<file path="config.mk">
export PLATFORM = sky130hd
export DESIGN_NAME = video_sync_top
export DESIGN_NICKNAME = d
export VERILOG_FILES = /design/src/logic/sync_pkg.sv /design/src/logic/video_sync_top.sv /design/src/logic/sync_combine.sv /design/src/logic/sync_polarity.sv /design/src/logic/sync_cfg_regs.sv
export SDC_FILE = /design/constraint.sdc
export NUM_CORES = 1
export LEC_CHECK = 0
export BUFFER_PORTS_ARGS = -buffer_cell sky130_fd_sc_hd__buf_2
export CAP_MARGIN = 20
export CORE_ASPECT_RATIO = 0.75
export CORE_UTILIZATION = 54
export CTS_BUF_LIST = sky130_fd_sc_hd__clkbuf_16
export DETAILED_ROUTE_END_ITERATION = 6
export GPL_TIMING_DRIVEN = 0
export HOLD_SLACK_MARGIN = 0.15
export PLACE_DENSITY = 0.77
export SLEW_MARGIN = 20
export SYNTH_ARGS = -nofsm -noshare
export SYNTH_HDL_FRONTEND = slang
export SYNTH_HIERARCHICAL = 1
export SYNTH_SLANG_ARGS = --single-unit
</file>
<file path="constraint.sdc">
create_clock -name clk_sys -period 1.9 [get_ports clk_sys]
set_input_delay 0.285 -clock clk_sys [delete_from_list [all_inputs] [get_ports clk_sys]]
set_output_delay 0.285 -clock clk_sys [all_outputs]
set_load 0.03 [all_outputs]
</file>
<file path="src/logic/sync_pkg.sv">
/* video sync conditioning definitions */

package sync_pkg;

	////////////////////////////////////////////////////////////
	// counter widths
	////////////////////////////////////////////////////////////

	// run-length and line-length counters saturate at all ones
	localparam int SYNC_CNT_W = 16;

	////////////////////////////////////////////////////////////
	// APB register map
	////////////////////////////////////////////////////////////

	localparam int APB_ADDR_W = 4;
	localparam int APB_DATA_W = 32;

	localparam logic [APB_ADDR_W-1:0] REG_CTRL   = 4'h0;
	localparam logic [APB_ADDR_W-1:0] REG_STATUS = 4'h4;

	// control bits
	localparam int CTRL_CSYNC_EN = 0;

	// status bits, set when the raw sync is active low
	localparam int STAT_HS_POL = 0;
	localparam int STAT_VS_POL = 1;

endpackage
</file>
<file path="src/logic/video_sync_top.sv">
/* video sync conditioning top */

module video_sync_top (
	input  logic                            clk_sys,
	input  logic                            resetd,
	input  logic                            i_psel,
	input  logic                            i_penable,
	input  logic                            i_pwrite,
	input  logic [sync_pkg::APB_ADDR_W-1:0] i_paddr,
	input  logic [sync_pkg::APB_DATA_W-1:0] i_pwdata,
	output logic [sync_pkg::APB_DATA_W-1:0] o_prdata,
	output logic                            o_pready,
	output logic                            o_pslverr,
	input  logic                            i_hs_raw,
	input  logic                            i_vs_raw,
	output logic                            o_hs,
	output logic                            o_vs,
	output logic                            o_cs
);

	logic hs_norm;
	logic vs_norm;
	logic hs_pol;
	logic vs_pol;
	logic csync_en;

	// host register block
	sync_cfg_regs u_cfg_regs (
		.clk_sys    (clk_sys),
		.resetd     (resetd),
		.i_psel     (i_psel),
		.i_penable  (i_penable),
		.i_pwrite   (i_pwrite),
		.i_paddr    (i_paddr),
		.i_pwdata   (i_pwdata),
		.o_prdata   (o_prdata),
		.o_pready   (o_pready),
		.o_pslverr  (o_pslverr),
		.i_hs_pol   (hs_pol),
		.i_vs_pol   (vs_pol),
		.o_csync_en (csync_en)
	);

	// one detector per sync
	sync_polarity u_hs_pol (
		.clk_sys    (clk_sys),
		.resetd     (resetd),
		.i_sync_raw (i_hs_raw),
		.o_sync     (hs_norm),
		.o_pol      (hs_pol)
	);

	sync_polarity u_vs_pol (
		.clk_sys    (clk_sys),
		.resetd     (resetd),
		.i_sync_raw (i_vs_raw),
		.o_sync     (vs_norm),
		.o_pol      (vs_pol)
	);

	sync_combine u_combine (
		.clk_sys    (clk_sys),
		.resetd     (resetd),
		.i_hs       (hs_norm),
		.i_vs       (vs_norm),
		.i_csync_en (csync_en),
		.o_hs       (o_hs),
		.o_vs       (o_vs),
		.o_cs       (o_cs)
	);

endmodule

</file>
<file path="src/logic/sync_combine.sv">
/* composite sync and output stage */

module sync_combine (
	input  logic clk_sys,
	input  logic resetd,
	input  logic i_hs,
	input  logic i_vs,
	input  logic i_csync_en,
	output logic o_hs,
	output logic o_vs,
	output logic o_cs
);

	import sync_pkg::*;

	logic                  hs_r;
	logic                  vs_r;
	logic                  hs_rise;
	logic                  hs_fall;
	logic [SYNC_CNT_W-1:0] h_cnt;
	logic [SYNC_CNT_W-1:0] hs_len;
	logic [SYNC_CNT_W-1:0] line_len;
	logic                  csync_hs;
	logic                  cs;

	// hs_r also serves as the previous hs for edge detection
	assign hs_rise = i_hs & ~hs_r;
	assign hs_fall = ~i_hs & hs_r;

	////////////////////////////////////////////////////////////
	// first stage, line measurement and composite hs
	////////////////////////////////////////////////////////////

	always_ff @(posedge clk_sys) begin
		if (resetd) begin
			hs_r     <= 1'b0;
			vs_r     <= 1'b0;
			h_cnt    <= '0;
			hs_len   <= '0;
			line_len <= '0;
			csync_hs <= 1'b0;
		end else begin
			hs_r <= i_hs;
			vs_r <= i_vs;

			// cycles since the last hs edge
			if (hs_rise || hs_fall) begin
				h_cnt <= '0;
			end else if (h_cnt != '1) begin
				h_cnt <= h_cnt + 1'b1;
			end

			if (hs_rise) begin
				line_len <= h_cnt - hs_len;
			end
			if (hs_fall) begin
				hs_len <= h_cnt;
			end

			// during vsync the pulse moves one line length later
			if (!i_vs) begin
				csync_hs <= i_hs;
			end else if (h_cnt == line_len) begin
				csync_hs <= 1'b1;
			end else if (hs_rise) begin
				csync_hs <= 1'b0;
			end
		end
	end

	assign cs = vs_r ^ csync_hs;

	////////////////////////////////////////////////////////////
	// second stage, registered outputs
	////////////////////////////////////////////////////////////

	always_ff @(posedge clk_sys) begin
		if (resetd) begin
			o_hs <= 1'b0;
			o_vs <= 1'b0;
			o_cs <= 1'b0;
		end else begin
			o_hs <= i_csync_en ? cs : hs_r;
			o_vs <= vs_r;
			o_cs <= cs;
		end
	end

endmodule

</file>
<file path="src/logic/sync_polarity.sv">
/* sync polarity detector */

module sync_polarity (
	input  logic clk_sys,
	input  logic resetd,
	input  logic i_sync_raw,
	output logic o_sync,
	output logic o_pol
);

	import sync_pkg::*;

	logic                  s1;
	logic                  s2;
	logic [SYNC_CNT_W-1:0] run_cnt;
	logic [SYNC_CNT_W-1:0] high_len;
	logic [SYNC_CNT_W-1:0] low_len;
	logic                  pol;

	// sample the raw sync and measure each run
	always_ff @(posedge clk_sys) begin
		if (resetd) begin
			s1       <= 1'b0;
			s2       <= 1'b0;
			run_cnt  <= '0;
			high_len <= '0;
			low_len  <= '0;
			pol      <= 1'b0;
		end else begin
			s1 <= i_sync_raw;
			s2 <= s1;

			// rising edge ends a low run, falling edge a high run
			if (s1 && !s2) begin
				low_len <= run_cnt;
			end
			if (!s1 && s2) begin
				high_len <= run_cnt;
			end

			if (s1 != s2) begin
				run_cnt <= '0;
			end else if (run_cnt != '1) begin
				run_cnt <= run_cnt + 1'b1;
			end

			// the sync pulse is the shorter run
			pol <= (high_len > low_len);
		end
	end

	assign o_sync = i_sync_raw ^ pol;
	assign o_pol  = pol;

endmodule

</file>
<file path="src/logic/sync_cfg_regs.sv">
/* sync control and status registers */

module sync_cfg_regs (
	input  logic                            clk_sys,
	input  logic                            resetd,
	input  logic                            i_psel,
	input  logic                            i_penable,
	input  logic                            i_pwrite,
	input  logic [sync_pkg::APB_ADDR_W-1:0] i_paddr,
	input  logic [sync_pkg::APB_DATA_W-1:0] i_pwdata,
	output logic [sync_pkg::APB_DATA_W-1:0] o_prdata,
	output logic                            o_pready,
	output logic                            o_pslverr,
	input  logic                            i_hs_pol,
	input  logic                            i_vs_pol,
	output logic                            o_csync_en
);

	import sync_pkg::*;

	logic access;
	logic hit_ctrl;
	logic hit_status;
	logic acc_err;
	logic csync_en;

	////////////////////////////////////////////////////////////
	// address decode
	////////////////////////////////////////////////////////////

	assign access     = i_psel & i_penable;
	assign hit_ctrl   = (i_paddr == REG_CTRL);
	assign hit_status = (i_paddr == REG_STATUS);

	// unmapped address, or a write to the read-only status
	assign acc_err = access & (~(hit_ctrl | hit_status) | (i_pwrite & hit_status));

	// zero wait state slave
	assign o_pready  = 1'b1;
	assign o_pslverr = acc_err;

	////////////////////////////////////////////////////////////
	// control register
	////////////////////////////////////////////////////////////

	always_ff @(posedge clk_sys) begin
		if (resetd) begin
			csync_en <= 1'b0;
		end else if (access && i_pwrite && hit_ctrl) begin
			csync_en <= i_pwdata[CTRL_CSYNC_EN];
		end
	end

	assign o_csync_en = csync_en;

	////////////////////////////////////////////////////////////
	// read mux
	////////////////////////////////////////////////////////////

	always_comb begin
		o_prdata = '0;
		if (!acc_err) begin
			if (hit_ctrl) begin
				o_prdata[CTRL_CSYNC_EN] = csync_en;
			end else if (hit_status) begin
				// polarity flags straight from the detectors
				o_prdata[STAT_HS_POL] = i_hs_pol;
				o_prdata[STAT_VS_POL] = i_vs_pol;
			end
		end
	end

endmodule

</file>
==> flow_summary.yaml, run 1 <==
setup_path:
  cp.required_ns: 2.21
  start_kind: "flip-flop"
  crit_chain: "buf_6, inv_4, fa_2, nor2b_4, o2111ai_2, a21oi_2, and3_1, a2111o_1, nand3_1"
  crit_family: "compound AO/OA/AOI/OAI gates"
  max_stage_delay_ns: 0.41
  path_buf_inv: 2
  r2r_start: "u_combine/h_cnt[1]$_SDFFE_PP0P_"
  crit_fanout: 5
  reg2reg_slack_ns: -0.13
  r2r_cells: 9
  crit_cells: 9
  endpoint_kind: "flip-flop"
  worstSetupPathType: "reg -> reg"
  r2r-end: "u_combine/line_len[12]$_SDFFE_PP0P_"
  critPathSlowestCell: "fa_2"
  crit_arrival_ns: 2.34
floorplanning:
  design.die.area_mm2: 0.0159
  initial_core_util_pct: 56.4
  die_w_um: 145
  coreArea_mm2: 0.0148
  num_rows: 38
  num_io_pins: 80
  die_h_um: 110
clock_tree:
  clk_pin_slew_ns: 0.07
  cts_inserted_buffers: 17
  clk_latency_ns: 0.43
  cts_tree: "yes"
  clockRootBuffer: "clkbuf_16"
  htreeDepth: 4
  cts_sinks: 157
  cts_buffer_depth: 2
timing:
  finalCritPeriodShare_pct: 107
  fin_crit_ns: 2.03
  maxSlewHeadroom_pct: 56.9
  slew_viol_final: 0
  clock_skew_ns: 0.0108
  rsz0062_at_grt: "true"
  tightestPinTransition_ns: 0.646
  fmax_ghz: 0.494
  tns_ns: -0.430
  fin_ws_ns: -0.126
  hold_viol: 0
  setup_viol: 6
finish:
  register_area_mm2: 0.00317
  diodes: 0
  final_cell_mix: "dfxtp_1 (141), nor2_1 (123), mux2i_1 (91)"
  layout.nets: 1122
  final_util_pct: 66.2
  layout_commonest_cell: "dfxtp_1"
  multi_input_area_mm2: 0.00490
  layout-drive-gt1-share_pct: 18.7
  area_delta_synth_final_pct: 17.4
  nFillCells: 1201
min_path:
  min_from: "i_paddr[2]"
  worstHoldPathType: "in -> reg"
  hold_end: "u_cfg_regs/o_csync_en$_SDFFE_PP0P_"
  timing.hold.worst_path_depth: 3
logic_synthesis:
  synth.yosys.warnings: 6
  syn_area_mm2: 0.00834
  ys_ff_latch: 157
  ys_types: 67
  synth_area_per_cell_um2: 8.84
  synth_top_flop_cell: "dfxtp_1"
  syn_inst: 943
  synth_edf_count: 0
  synth-seq-area-share_pct: 37.7
  ys_async_sr_fraction_pct: 0
routing:
  drc: 0
  drt_first_pass_iters: 5
  drt_iter0_drc: 494
  via_per_inst: 5.58
  wl_per_cell_um: 15.5
  via_count: 6886
  ant_nets: 0
  drt-total-wl_um: 19200
power:
  ir_worst_vdd_mv: 0.545
  power_density_mw_per_mm2: 766
  leakage_uw: 0.00391
placement:
  hpwlAfterDp_um: 13100
  io_buffers: 17
  gp_congestion: 0.888
grt:
  grt_overflow: 0
  grt_pass1_vias: 6255
  grt_use_total_pct: 24.4
  grt_max_degree: 17
  antenna_found_initial: 0
  grt_first_pass_wirelength_um: 30700
outcome:
  status: "finished, violations left"
  violations: "negative setup slack"
job:
  drv_cap: 0
## worst min-delay path, delay by kind of cell
kind,cells,cell delay (ns)
buffers and inverters,1,0.12
and+or+nand+nor,1,0.12
AOI/OAI and AO/OA,1,0.05
## cells by family (layout without fill, tap and decap cells)
logic type	after synthesis	count (layout)	share of synthesized area [%]
AND/OR/NAND/NOR	314	314	19.0
flip-flops	157	157	37.7
AO/OA/AOI/OAI	146	146	12.0
buffers and inverters	139	202	7.79
multiplexers	92	92	11.1
adder cells (fa/ha/maj)	57	57	8.64
XOR/XNOR	36	36	3.78
other	2	31	0.0901
## synth_stat cells (3+ instances only)
cell type | instances | area (um2)
nand3_1 | 30 | 150
xnor2_1 | 24 | 210
o21ai_1 | 3 | 15.0
o311ai_0 | 6 | 52.6
and3_1 | 7 | 43.8
nand3_2 | 3 | 30.0
o211ai_1 | 5 | 37.5
a21oi_1 | 39 | 195
or3_1 | 3 | 18.8
a211oi_1 | 7 | 52.6
clkbuf_1 | 26 | 97.6
nor2_1 | 127 | 477
a2111o_1 | 3 | 33.8
a21boi_0 | 7 | 52.6
nand2b_1 | 12 | 75.1
inv_1 | 67 | 251
nand4_1 | 23 | 144
ha_1 | 56 | 701
o21a_1 | 6 | 45.0
buf_1 | 6 | 22.5
a21o_1 | 8 | 60.1
dfxtp_1 | 157 | 3140
a31oi_1 | 13 | 81.3
nor2b_1 | 14 | 87.6
mux2i_1 | 91 | 911
o31ai_1 | 4 | 30.0
nor4_1 | 7 | 43.8
nand2_1 | 47 | 176
buf_2 | 9 | 45.0
and4_1 | 9 | 78.8
xor2_1 | 12 | 105
nor3_1 | 11 | 55.1
buf_4 | 31 | 233
o21ai_0 | 19 | 95.1
## worst max path at each step
stage / from / endpoint / slack [ns]
6_report: u_combine/h_cnt[1]$_SDFFE_PP0P_ / u_combine/line_len[12]$_SDFFE_PP0P_ / -0.13
5_1_grt: u_combine/h_cnt[1]$_SDFFE_PP0P_ / u_combine/line_len[12]$_SDFFE_PP0P_ / -0.20
4_1_cts: u_combine/hs_len[4]$_SDFFE_PP0P_ / u_combine/line_len[15]$_SDFFE_PP0P_ / -0.17
3_5_place_dp: i_hs_raw / u_combine/line_len[11]$_SDFFE_PP0P_ / -0.36
3_3_place_gp: u_combine/h_cnt[0]$_SDFFE_PP0P_ / u_combine/line_len[14]$_SDFFE_PP0P_ / -0.30
2_1_floorplan: u_combine/hs_len[1]$_SDFFE_PP0P_ / u_combine/line_len[15]$_SDFFE_PP0P_ / -0.007
## repair_timing
| item | in CTS | in global routing |
|---|---|---|
| cloned | 0 | 0 |
| setup buffers | 11 | 5 |
| resized for setup | 44 | 43 |
| endpoints found under the setup margin | 38 | 41 |
| hold buffers | 3 | 0 |
| pin swaps | 13 | 12 |
| hold endpoints to repair | 3 | 0 |
## power by group
group / internal [uW] / switching, uW
Clock: 1850 / 1510
Sequential: 3350 / 50.1
Combinational: 294 / 440
## metrics by stage
stage,area (um2),std cells,hold slack (ns),worst slack (ns),power (uW)
after global placement,8810,1189,0.452,-0.295,4130
after global routing,9790,1235,0.230,-0.197,7730
after CTS,9630,1234,0.189,-0.174,7520
after floorplan,8470,972,0.354,-0.00681,3980
final,9790,1235,0.201,-0.126,7500
after detailed placement,8810,1189,0.461,-0.356,4130
## per-layer routing
layer | part of all wire, % | wire length, um | GRT usage, % | up-vias
met3 | 5.5 | 1060 | 5.10 | 30
li1 | - | - | - | 3417
met4 | 1.6 | 297 | 8.50 | 0
met2 | 45 | 8600 | 39.5 | 182
met1 | 48 | 9200 | 32.5 | 3257
met5 | 0 | 0 | 0 | -
## final cells by class
| type | count | area share, % |
|---|---|---|
| multi-input cells | 676 | 50.0 |
| flip-flops and latches | 157 | 32.4 |
| clock buffers | 17 | 4.35 |
| plain buffers | 67 | 4.04 |
| inverters | 67 | 2.60 |
| well taps | 200 | 2.56 |
| repair buffers | 36 | 2.48 |
| clock inverters | 15 | 1.55 |
(Power assumes the default switching activity.)
==> run 2: changes to the inputs <==
--- a/config.mk
+++ b/config.mk
@@ -11,9 +11,10 @@
 export CORE_UTILIZATION = 54
 export CTS_BUF_LIST = sky130_fd_sc_hd__clkbuf_16
 export DETAILED_ROUTE_END_ITERATION = 6
+export GPL_ROUTABILITY_DRIVEN = 0
 export GPL_TIMING_DRIVEN = 0
 export HOLD_SLACK_MARGIN = 0.15
-export PLACE_DENSITY = 0.77
+export PLACE_DENSITY_LB_ADDON = 0.2
 export SLEW_MARGIN = 20
 export SYNTH_ARGS = -nofsm -noshare
 export SYNTH_HDL_FRONTEND = slang
==> run 2 against run 1 <==
The flow still finishes with violations (negative setup slack). Sequential power about the same. Maximum frequency grew 2.1%. Combinational power grew 4.1%. Routed wire length up 1.7%. Non-clock buffer count rose by 1. Critical endpoint is now u_combine/line_len[15]$_SDFFE_PP0P_. Largest power group unchanged. Highest routed layer unchanged.
==> flow_summary.yaml, run 2 (synthesized netlist as in run 1, its figures left out) <==
timing:
  fin_ws_ns: -0.0836
  fmax_ghz: 0.504
  tightestPinTransition_ns: 0.704
  hold_viol: 0
  finalCritPeriodShare_pct: 104
  fin_crit_ns: 1.98
  clock_skew_ns: 0.00978
  slew_viol_final: 0
  setup_viol: 4
  maxSlewHeadroom_pct: 53.1
  rsz0062_at_grt: "true"
floorplanning:
  coreArea_mm2: 0.0148
  initial_core_util_pct: 56.4
  num_io_pins: 80
  design.die.area_mm2: 0.0159
  num_rows: 38
  die_w_um: 145
  die_h_um: 110
clock_tree:
  cts_sinks: 157
  cts_inserted_buffers: 17
  htreeDepth: 4
  cts_buffer_depth: 2
  clockRootBuffer: "clkbuf_16"
  clk_latency_ns: 0.43
  clk_pin_slew_ns: 0.06
  cts_tree: "yes"
finish:
  final_util_pct: 66.5
  layout-drive-gt1-share_pct: 18.8
  final_cell_mix: "dfxtp_1 (139), nor2_1 (125), mux2i_1 (91)"
  layoutNonFillerInstCount: 1236
  diodes: 0
  layout.nets: 1123
  fin_area_mm2: 0.00983
  area_delta_synth_final_pct: 17.9
  layout_commonest_cell: "dfxtp_1"
power:
  p_int_uw: 5470
  power_density_mw_per_mm2: 754
  clkPwrFrac_pct: 43.9
  p_switching_uw: 1950
  total_power_uw: 7420
  p_sw_share_pct: 26.3
  ir_worst_vdd_mv: 0.704
  sequentialPowerShare_pct: 45.8
  power_frac_comb_pct: 10.3
  leakage_uw: 0.00389
setup_path:
  max_stage_delay_ns: 0.38
  r2r_start: "u_combine/h_cnt[11]$_SDFFE_PP0P_"
  crit_chain: "ha_1, clkbuf_1, and4_1, o211a_1, o31ai_2, mux2_1"
  crit_family: "flip-flops"
  cp.required_ns: 2.21
  critPathSlowestCell: "dfxtp_4"
  worstSetupPathType: "reg -> reg"
  crit_arrival_ns: 2.30
  r2r-end: "u_combine/line_len[15]$_SDFFE_PP0P_"
  start_kind: "flip-flop"
  path_buf_inv: 1
  r2r_cells: 6
  crit_fanout: 9
  endpoint_kind: "flip-flop"
  reg2reg_slack_ns: -0.08
min_path:
  timing.hold.worst_path_depth: 3
  min_from: "i_pwdata[0]"
  worstHoldPathType: "in -> reg"
  hold_end: "u_cfg_regs/o_csync_en$_SDFFE_PP0P_"
placement:
  hpwlAfterDp_um: 13500
  dp_cells: 1189
  place_ws_ns: -0.307
  io_buffers: 17
  place_area_mm2: 0.00881
grt:
  grt_first_pass_wirelength_um: 31400
  grt_overflow: 0
  grt_pass1_vias: 6231
  antenna_found_initial: 0
  grt_use_total_pct: 25.3
  grt_max_degree: 17
routing:
  drt-total-wl_um: 19500
  drt_first_pass_iters: 5
  via_count: 6780
  drc: 0
  ant_nets: 0
  via_per_inst: 5.49
  wl_per_cell_um: 15.8
  drt_iter0_drc: 491
job:
  drv_cap: 0
outcome:
  status: "finished, violations left"
  violations: "negative setup slack"
## run 2: power groups by stage
stage | sequential, uW | combinational [uW] | clock [uW]
after floorplan | 3470 | 505 | 0
after global placement | 3470 | 663 | 0
after detailed placement | 3480 | 668 | 0
after CTS | 3390 | 731 | 3310
after global routing | 3400 | 824 | 3460
final | 3400 | 764 | 3260
## run 2: per-layer routing
layer  track usage, %  part of all wire (%)  routed length, um
met5                0                     0                  0
met1             34.3                    49               9570
met4             10.3                   2.1                414
met3             4.48                   5.2               1010
met2             40.0                    44               8480
## run 2: tightest hold or removal path, cell delays in order
cell,delay (ns)
buf_2,0.12
or4b_1,0.16
a21oi_1,0.05
## run 2: layout make-up
type	instances	area, um2
fillers	1196	4950
multi-input cells	676	4930
flip-flops and latches	157	3180
clock buffers	17	425
plain buffers	66	384
repair buffers	38	270
inverters	67	254
well taps	200	250
clock inverters	15	135
## run 2: stage by stage
step | hold WS [ns] | TNS (ns)
2_1_floorplan | 0.354 | -0.00681
3_3_place_gp | 0.457 | -5.64
3_5_place_dp | 0.463 | -5.86
4_1_cts | 0.153 | -0.128
5_1_grt | 0.228 | -0.798
6_report | 0.228 | -0.182
## run 2: repair_timing
| action | CTS | global route |
|---|---|---|
| setup endpoints to repair | 34 | 65 |
| buffers inserted | 11 | 7 |
| hold buffers | 2 | 1 |
| hold endpoints to repair | 2 | 1 |
| pin swaps | 12 | 15 |
| gates resized for setup | 49 | 39 |
## run 2: worst max path at each step
stage | from | to | slack [ns] | cells past startpoint
after global placement | u_combine/h_cnt[0]$_SDFFE_PP0P_ | u_combine/line_len[12]$_SDFFE_PP0P_ | -0.30 | 9
after floorplan | u_combine/hs_len[1]$_SDFFE_PP0P_ | u_combine/line_len[15]$_SDFFE_PP0P_ | -0.007 | 8
after global routing | u_combine/h_cnt[0]$_SDFFE_PP0P_ | u_combine/line_len[12]$_SDFFE_PP0P_ | -0.15 | 9
final | u_combine/h_cnt[11]$_SDFFE_PP0P_ | u_combine/line_len[15]$_SDFFE_PP0P_ | -0.08 | 6
after CTS | u_combine/h_cnt[0]$_SDFFE_PP0P_ | u_combine/line_len[12]$_SDFFE_PP0P_ | -0.07 | 9
after detailed placement | u_combine/h_cnt[0]$_SDFFE_PP0P_ | u_combine/line_len[12]$_SDFFE_PP0P_ | -0.31 | 9
